--- src/pkt_pkg.sv ---
package pkt_pkg;

    // stream geometry
    localparam int LANES  = 8;
    localparam int LANE_W = 32;
    localparam int PHIT_W = LANES * LANE_W;

    // header fields inside the first beat
    localparam int HDR_WORDS = 10;
    localparam int LEN_LSB   = 16;
    localparam int LEN_W     = 16;
    localparam int CSUM_LSB  = 80;
    localparam int CSUM_W    = 16;
    // wide enough for ten 16-bit words without overflow
    localparam int SUM_W     = 20;

    // pipeline depths
    localparam int CSUM_LAT  = 5;
    localparam int BUF_DEPTH = CSUM_LAT - 1;

    // wishbone register map
    localparam int WB_ADR_W = 2;
    localparam int WB_DAT_W = 32;
    localparam logic [WB_ADR_W-1:0] ADR_CTRL  = 2'd0;
    localparam logic [WB_ADR_W-1:0] ADR_LEN   = 2'd1;
    localparam logic [WB_ADR_W-1:0] ADR_COUNT = 2'd2;

    // one stream beat as it moves through the pipeline
    typedef struct packed {
        logic [PHIT_W-1:0] data;
        logic [LANES-1:0]  valid;
        logic              last;
        logic              is_hdr;
    } beat_t;

endpackage

--- src/beat_delay.sv ---
`timescale 1ns/1ns

module beat_delay
    import pkt_pkg::*;
#(
    parameter type T = beat_t
) (
    input  logic clk,
    input  logic rst,
    input  T     d,
    output T     q
);

    T stage [BUF_DEPTH];

    // cleared fully so no stale valid beat drains out after reset
    always_ff @(posedge clk) begin
        if (rst) begin
            for (int i = 0; i < BUF_DEPTH; i++) begin
                stage[i] <= '0;
            end
        end else begin
            stage[0] <= d;
            for (int i = 1; i < BUF_DEPTH; i++) begin
                stage[i] <= stage[i-1];
            end
        end
    end

    assign q = stage[BUF_DEPTH-1];

endmodule

--- src/hdr_csum_unit.sv ---
`timescale 1ns/1ns

module hdr_csum_unit
    import pkt_pkg::*;
(
    input  logic              clk,
    input  logic              rst,
    input  logic [PHIT_W-1:0] in_data,
    input  logic [LANES-1:0]  in_valid,
    input  logic              in_last,
    input  logic              enable,
    input  logic [LEN_W-1:0]  pkt_len,
    output beat_t             beat,
    output logic [CSUM_W-1:0] csum
);

    logic              in_pkt;
    logic              beat_present;
    logic              hdr_beat;
    logic              flag_hdr;
    logic [PHIT_W-1:0] sub_data;
    logic [CSUM_W-1:0] words [HDR_WORDS];

    // adder tree stages
    logic [SUM_W-1:0]  s1 [HDR_WORDS/2];
    logic [SUM_W-1:0]  s2 [3];
    logic [SUM_W-1:0]  s3 [2];
    logic [SUM_W-1:0]  s4;
    logic [CSUM_W:0]   fold1;
    logic [CSUM_W-1:0] fold2;

    assign beat_present = |in_valid;
    assign hdr_beat     = beat_present && !in_pkt;
    // enable and length only matter on the header beat itself
    assign flag_hdr     = hdr_beat && enable;

    // start-of-packet tracking
    always_ff @(posedge clk) begin
        if (rst) begin
            in_pkt <= 1'b0;
        end else if (beat_present) begin
            in_pkt <= !in_last;
        end
    end

    always_comb begin
        sub_data = in_data;
        if (flag_hdr) begin
            sub_data[LEN_LSB +: LEN_W] = pkt_len;
        end
    end

    always_ff @(posedge clk) begin
        if (rst) begin
            beat.valid  <= '0;
            beat.last   <= 1'b0;
            beat.is_hdr <= 1'b0;
        end else begin
            beat.valid  <= in_valid;
            beat.last   <= in_last;
            beat.is_hdr <= flag_hdr;
        end
        beat.data <= sub_data;
    end

    // header words with length substituted and checksum zeroed
    always_comb begin
        for (int i = 0; i < HDR_WORDS; i++) begin
            words[i] = in_data[CSUM_W*i +: CSUM_W];
        end
        words[LEN_LSB/CSUM_W]  = pkt_len;
        words[CSUM_LSB/CSUM_W] = '0;
    end

    // end-around carry, two passes are enough for a 20-bit sum
    always_comb begin
        fold1 = (CSUM_W+1)'(s4[CSUM_W-1:0]) + (CSUM_W+1)'(s4[SUM_W-1:CSUM_W]);
        fold2 = fold1[CSUM_W-1:0] + CSUM_W'(fold1[CSUM_W]);
    end

    // runs on every beat, the consumer picks the header result
    always_ff @(posedge clk) begin
        for (int i = 0; i < HDR_WORDS/2; i++) begin
            s1[i] <= SUM_W'(words[2*i]) + SUM_W'(words[2*i+1]);
        end
        s2[0] <= s1[0] + s1[1];
        s2[1] <= s1[2] + s1[3];
        s2[2] <= s1[4];
        s3[0] <= s2[0] + s2[1];
        s3[1] <= s2[2];
        s4    <= s3[0] + s3[1];
        csum  <= ~fold2;
    end

endmodule

--- src/packet_rewrap.sv ---
`timescale 1ns/1ns

module packet_rewrap
    import pkt_pkg::*;
(
    input  logic              clk,
    input  logic              rst,
    input  beat_t             beat,
    input  logic [CSUM_W-1:0] csum,
    output logic [PHIT_W-1:0] out_data,
    output logic [LANES-1:0]  out_valid,
    output logic              out_last,
    output logic              pkt_done
);

    logic [PHIT_W-1:0] wrap_data;

    // checksum lands in the header beat only
    always_comb begin
        wrap_data = beat.data;
        if (beat.is_hdr) begin
            wrap_data[CSUM_LSB +: CSUM_W] = csum;
        end
    end

    always_ff @(posedge clk) begin
        if (rst) begin
            out_valid <= '0;
            out_last  <= 1'b0;
            pkt_done  <= 1'b0;
        end else begin
            out_valid <= beat.valid;
            out_last  <= beat.last;
            // one pulse per packet, with its last output beat
            pkt_done  <= beat.last && (|beat.valid);
        end
        out_data <= wrap_data;
    end

endmodule

--- src/pkt_assembler_top.sv ---
`timescale 1ns/1ns

module pkt_assembler_top
    import pkt_pkg::*;
(
    input  logic                clk,
    input  logic                rst,
    input  logic [PHIT_W-1:0]   in_data,
    input  logic [LANES-1:0]    in_valid,
    input  logic                in_last,
    input  logic                wb_cyc,
    input  logic                wb_stb,
    input  logic                wb_we,
    input  logic [WB_ADR_W-1:0] wb_adr,
    input  logic [WB_DAT_W-1:0] wb_dat_w,
    output logic [PHIT_W-1:0]   out_data,
    output logic [LANES-1:0]    out_valid,
    output logic                out_last,
    output logic [WB_DAT_W-1:0] wb_dat_r,
    output logic                wb_ack
);

    logic              enable;
    logic [LEN_W-1:0]  pkt_len;
    logic              pkt_done;
    logic [CSUM_W-1:0] csum;
    beat_t             csu_beat;
    beat_t             dly_beat;

    wb_cfg_regs i_wb_cfg_regs (
        .clk      (clk),
        .rst      (rst),
        .wb_cyc   (wb_cyc),
        .wb_stb   (wb_stb),
        .wb_we    (wb_we),
        .wb_adr   (wb_adr),
        .wb_dat_w (wb_dat_w),
        .pkt_done (pkt_done),
        .wb_dat_r (wb_dat_r),
        .wb_ack   (wb_ack),
        .enable   (enable),
        .pkt_len  (pkt_len)
    );

    // record leaves after 1 cycle, checksum after CSUM_LAT
    hdr_csum_unit i_hdr_csum_unit (
        .clk      (clk),
        .rst      (rst),
        .in_data  (in_data),
        .in_valid (in_valid),
        .in_last  (in_last),
        .enable   (enable),
        .pkt_len  (pkt_len),
        .beat     (csu_beat),
        .csum     (csum)
    );

    // realigns the record with its checksum
    beat_delay #(
        .T (beat_t)
    ) i_beat_delay (
        .clk (clk),
        .rst (rst),
        .d   (csu_beat),
        .q   (dly_beat)
    );

    packet_rewrap i_packet_rewrap (
        .clk       (clk),
        .rst       (rst),
        .beat      (dly_beat),
        .csum      (csum),
        .out_data  (out_data),
        .out_valid (out_valid),
        .out_last  (out_last),
        .pkt_done  (pkt_done)
    );

endmodule

--- src/wb_cfg_regs.sv ---
`timescale 1ns/1ns

module wb_cfg_regs
    import pkt_pkg::*;
(
    input  logic                clk,
    input  logic                rst,
    input  logic                wb_cyc,
    input  logic                wb_stb,
    input  logic                wb_we,
    input  logic [WB_ADR_W-1:0] wb_adr,
    input  logic [WB_DAT_W-1:0] wb_dat_w,
    input  logic                pkt_done,
    output logic [WB_DAT_W-1:0] wb_dat_r,
    output logic                wb_ack,
    output logic                enable,
    output logic [LEN_W-1:0]    pkt_len
);

    logic                req;
    logic [WB_DAT_W-1:0] pkt_count;
    logic [WB_DAT_W-1:0] rd_mux;

    // new access only while ack is low, so each request acks once
    assign req = wb_cyc && wb_stb && !wb_ack;

    always_comb begin
        case (wb_adr)
            ADR_CTRL:  rd_mux = WB_DAT_W'(enable);
            ADR_LEN:   rd_mux = WB_DAT_W'(pkt_len);
            ADR_COUNT: rd_mux = pkt_count;
            default:   rd_mux = '0;
        endcase
    end

    always_ff @(posedge clk) begin
        if (rst) begin
            wb_ack    <= 1'b0;
            wb_dat_r  <= '0;
            enable    <= 1'b0;
            pkt_len   <= '0;
            pkt_count <= '0;
        end else begin
            wb_ack <= req;
            if (req && !wb_we) begin
                wb_dat_r <= rd_mux;
            end
            // count register is read-only
            if (req && wb_we) begin
                case (wb_adr)
                    ADR_CTRL: enable  <= wb_dat_w[0];
                    ADR_LEN:  pkt_len <= wb_dat_w[LEN_W-1:0];
                    default:  ;
                endcase
            end
            // wraps at 2^32
            if (pkt_done) begin
                pkt_count <= pkt_count + 1'b1;
            end
        end
    end

endmodule
--- config.mk ---
export PLATFORM = sky130hd
export DESIGN_NAME = pkt_assembler_top
export DESIGN_NICKNAME = d
export VERILOG_FILES = /design/src/pkt_pkg.sv /design/src/beat_delay.sv /design/src/hdr_csum_unit.sv /design/src/packet_rewrap.sv /design/src/pkt_assembler_top.sv /design/src/wb_cfg_regs.sv
export SDC_FILE = /design/constraint.sdc
export NUM_CORES = 2
export LEC_CHECK = 0
export BUFFER_PORTS_ARGS = -buffer_cell sky130_fd_sc_hd__buf_4
export CAP_MARGIN = 20
export CORE_UTILIZATION = 38
export CTS_CLUSTER_SIZE = 30
export DETAILED_ROUTE_END_ITERATION = 12
export SETUP_SLACK_MARGIN = 0.05
export SLEW_MARGIN = 20
export SYNTH_ARGS = -nofsm -noshare
export SYNTH_HDL_FRONTEND = slang
export SYNTH_SLANG_ARGS = --single-unit
export TNS_END_PERCENT = 20
--- constraint.sdc ---
create_clock -name clk -period 3.7 [get_ports clk]
set_input_delay 0.555 -clock clk [delete_from_list [all_inputs] [get_ports clk]]
set_output_delay 0.555 -clock clk [all_outputs]
set_load 0.1 [all_outputs]
==> impl_metrics.ini <==
[status]
outcome = finished clean

[sta]
tightest_slew_ns = 0.9227
fmax_mhz = 312.0
rsz0062_at_grt = false
drv_slew = 0
min_period_over_period_pct = 86.62
max-slew-margin-rel_pct = 38.49
fin_setup_tns_ns = 0
hold_viol = 0
fin_skew_ns = 0.03692
setup_violations = 0
period_needed_ns = 3.205

[setup_path]
slowest_delay_ns = 0.43
path_class = register to register
crit_fanout = 5
critPathLaunchType = register
cp_data_required_time_ns = 4.40
crit_buf_inv = 1
worstSetupEndpointType = register
timing.critical_path.cells = ha_1, inv_1, fa_1, nor2b_4, o21a_4, o2111ai_2, nor3_1, ha_1, ha_1, nand2_1, nor4_2, o2111ai_1, nor2_1, xor2_1
slowest_stage = fa_1
cp_top_family = simple AND/OR/NAND/NOR gates
worst_path_most_repeated_cell = ha_1
worst_ep_arrival_time_ns = 3.91

[clocking]
holdBufCountCts = 281
cts-root-buf = clkbuf_16
cts-resized-gates = 0
cts.clk_slew.worst_paths_ns = 0.06
cts_setup_buffers = 0
cts_buffers = 180
htree_levels = 4
worstSkewPairLatency_ns = 0.78
cts.sinks = 1872
clockBufferDepth = 3
cts_tree = done

[yosys]
synthCells = 4263
syn_area_per_cell_um2 = 12.45
synth_most_common_cell = dfxtp_1
yosysWarnings = 0
synthTopCellsByArea = dfxtp_1 (71%), nor2b_1 (13%), ha_1 (3.3%)
synth_top_area_share_pct = 70.59
synth-main-ff-cell = dfxtp_1
ys_seq_elements = 1872
synthesis.area_um2 = 53090
synth_cell_type_count = 76
syn-num-nets = 4715
synth-edff-count = 0
seq_area_frac_synth_pct = 70.59
yosysTopAreaCell = dfxtp_1
ys_async_sr_fraction_pct = 0
synthTopCellsByCount = dfxtp_1 (1872), nor2b_1 (1096), clkbuf_1 (145), ha_1 (139), a21oi_1 (128)

[grt]
grt_pass1_vias = 29400
grt_max_degree = 165
grt_pass1_wl_mm = 166.1
grt_usage_pct = 15.34
grt_overflow = 0
antenna_found_initial = 26

[power_and_ir_drop]
power_frac_seq_pct = 47.7
p_int_mw = 34.93
p_clk_share_pct = 40.1
comb_power_share_pct = 12.2
p_per_area_nw_per_um2 = 676.7
power_switching_mw = 11.47
p_sw_share_pct = 24.71
leakagePower_nw = 28.67
vdd_drop_max_v = 0.0004743
p_total_mw = 46.40

[place]
hpwl_mm = 77.02
finalWeightedCongestion = 0.8431
placed_cells = 6574
portBuffers = 585

[min_path]
hold_path_class = primary input to register

[drt]
postRouteAntennaNets = 0
dr_total_vias = 30190
viasPerCell = 4.196
drc = 0
totalWireLength_mm = 110.2
drt_iter0_drc = 1313
dr.pass1.iters = 5
wire_per_inst_um = 15.31

[cells_and_area]
multi_input_area_um2 = 14890
fin_cells = 7196
drive_gt1_share_pct = 18.14
ff_latch_area_um2 = 37480
fillers = 12140
syn2layout_area_growth_pct = 29.16
final_nets = 5626

[floorplanning]
placeableCoreArea_um2 = 138000
die_w_um = 375.8
num_rows = 136
ioPinCount = 602
die_h_um = 375.8
die_area_um2 = 141200
initial_core_util_pct = 38.47

[run]
drv_cap = 0
flip-flops by register name, indices dropped and copies added (netlist names):
name	count
i_beat_delay.stage	1064
i_hdr_csum_unit.beat	266
i_hdr_csum_unit.csum	16
i_hdr_csum_unit.in_pkt	1
i_hdr_csum_unit.s1	68
i_hdr_csum_unit.s2	53
i_hdr_csum_unit.s3	36
i_hdr_csum_unit.s4	20
i_packet_rewrap.out_data	256
i_packet_rewrap.out_last	1
i_packet_rewrap.out_valid	8
i_packet_rewrap.pkt_done	1
i_wb_cfg_regs.enable	1
i_wb_cfg_regs.pkt_count	32
i_wb_cfg_regs.pkt_len	16
i_wb_cfg_regs.wb_ack	1
i_wb_cfg_regs.wb_dat_r	32
metal layers:
layer  vias up  GRT usage (%)  wire length (µm)
li1      15570              -                 -
met1     13780          18.29             47010
met4        24          6.854              3887
met2       606          25.62             52880
met3       213          4.282              6275
met5         -              0               137
worst reg2reg max path, stage by stage (launching register included):
cell and delay (ns):
dfxtp_1 0.32, ha_1 0.17, inv_1 0.06, fa_1 0.43
nor2b_4 0.14, o21a_4 0.15, o2111ai_2 0.17, nor3_1 0.24
ha_1 0.20, ha_1 0.19, nand2_1 0.10, nor4_2 0.42
o2111ai_1 0.24, nor2_1 0.17, xor2_1 0.14
cells by family after synthesis:
group | synth area share [%]
DFF | 70.59
adders and majority gates | 3.616
buffers and inverters | 1.367
AOI/OAI and AO/OA | 4.608
muxes | 0.7802
xor gates and xnor gates | 2.508
and+or+nand+nor | 16.53
power by group through the flow:
stage / Combinational [mW] / Clock, mW / Sequential, mW
finish: 5.67 / 18.6 / 22.1
CTS: 5.71 / 19.2 / 22.2
global placement: 5.34 / 0 / 22.6
global route: 6.28 / 20.1 / 22.3
detailed placement: 5.41 / 0 / 22.6
floorplan: 3.71 / 0 / 22.6
path summary, 6_finish.rpt:
| kind | start | cells past startpoint | slack (ns) | endpoint |
|---|---|---|---|---|
| setup / recovery | i_hdr_csum_unit.s4[0] | 14 | 0.49 | i_hdr_csum_unit.csum[14] |
| hold / removal | wb_we | 4 | 0.16 | i_wb_cfg_regs.wb_dat_r[14] |
| setup reg to reg | i_hdr_csum_unit.s4[0] | 14 | 0.49 | i_hdr_csum_unit.csum[14] |
| hold reg to reg | i_beat_delay.stage[3][12] | 0 | 0.31 | i_packet_rewrap.out_data[2] |
stage by stage:
stage	setup WS (ns)	hold slack (ns)	util (%)	instance area, µm²
6_report	0.4949	0.1570	49.68	68560
5_1_grt	0.2611	0.1308	49.68	68560
4_1_cts	0.5298	0.07802	49.67	68540
3_5_place_dp	0.5370	0.3121	43.10	59480
3_3_place_gp	0.5433	0.3108	43.10	59480
2_1_floorplan	0.8842	0.3096	-	53090
area by class of cell:
cell class	instances	share of cell area, %
inverter	37	0.2026
sequential	1872	54.66
multi-input combinational	2199	21.72
clock buffer	263	7.743
timing repair buffer	884	10.88
antenna	8	0.02920
clock inverter	70	1.370
tap	1863	3.400
placed cells by master, fill, tap and decap left out, drive strengths merged, types with 8 or more instances in the layout:
master,instances
a211oi,13
a21o,41
a21oi,133
a221oi,16
a31oi,14
and3,20
buf,603
bufinv,12
clkbuf,263
clkinv,41
clkinvlp,11
dfxtp,1872
diode,8
dlygate4sd3,281
fa,9
ha,139
inv,43
mux2,32
nand2,111
nand2b,10
nand3,48
nand4,13
nor2,121
nor2b,1097
nor3,34
nor4,11
o2111ai,8
o21a,21
o21ai,47
o21bai,14
xnor2,93
xor2,59
Power figures use the tool's default switching activity.
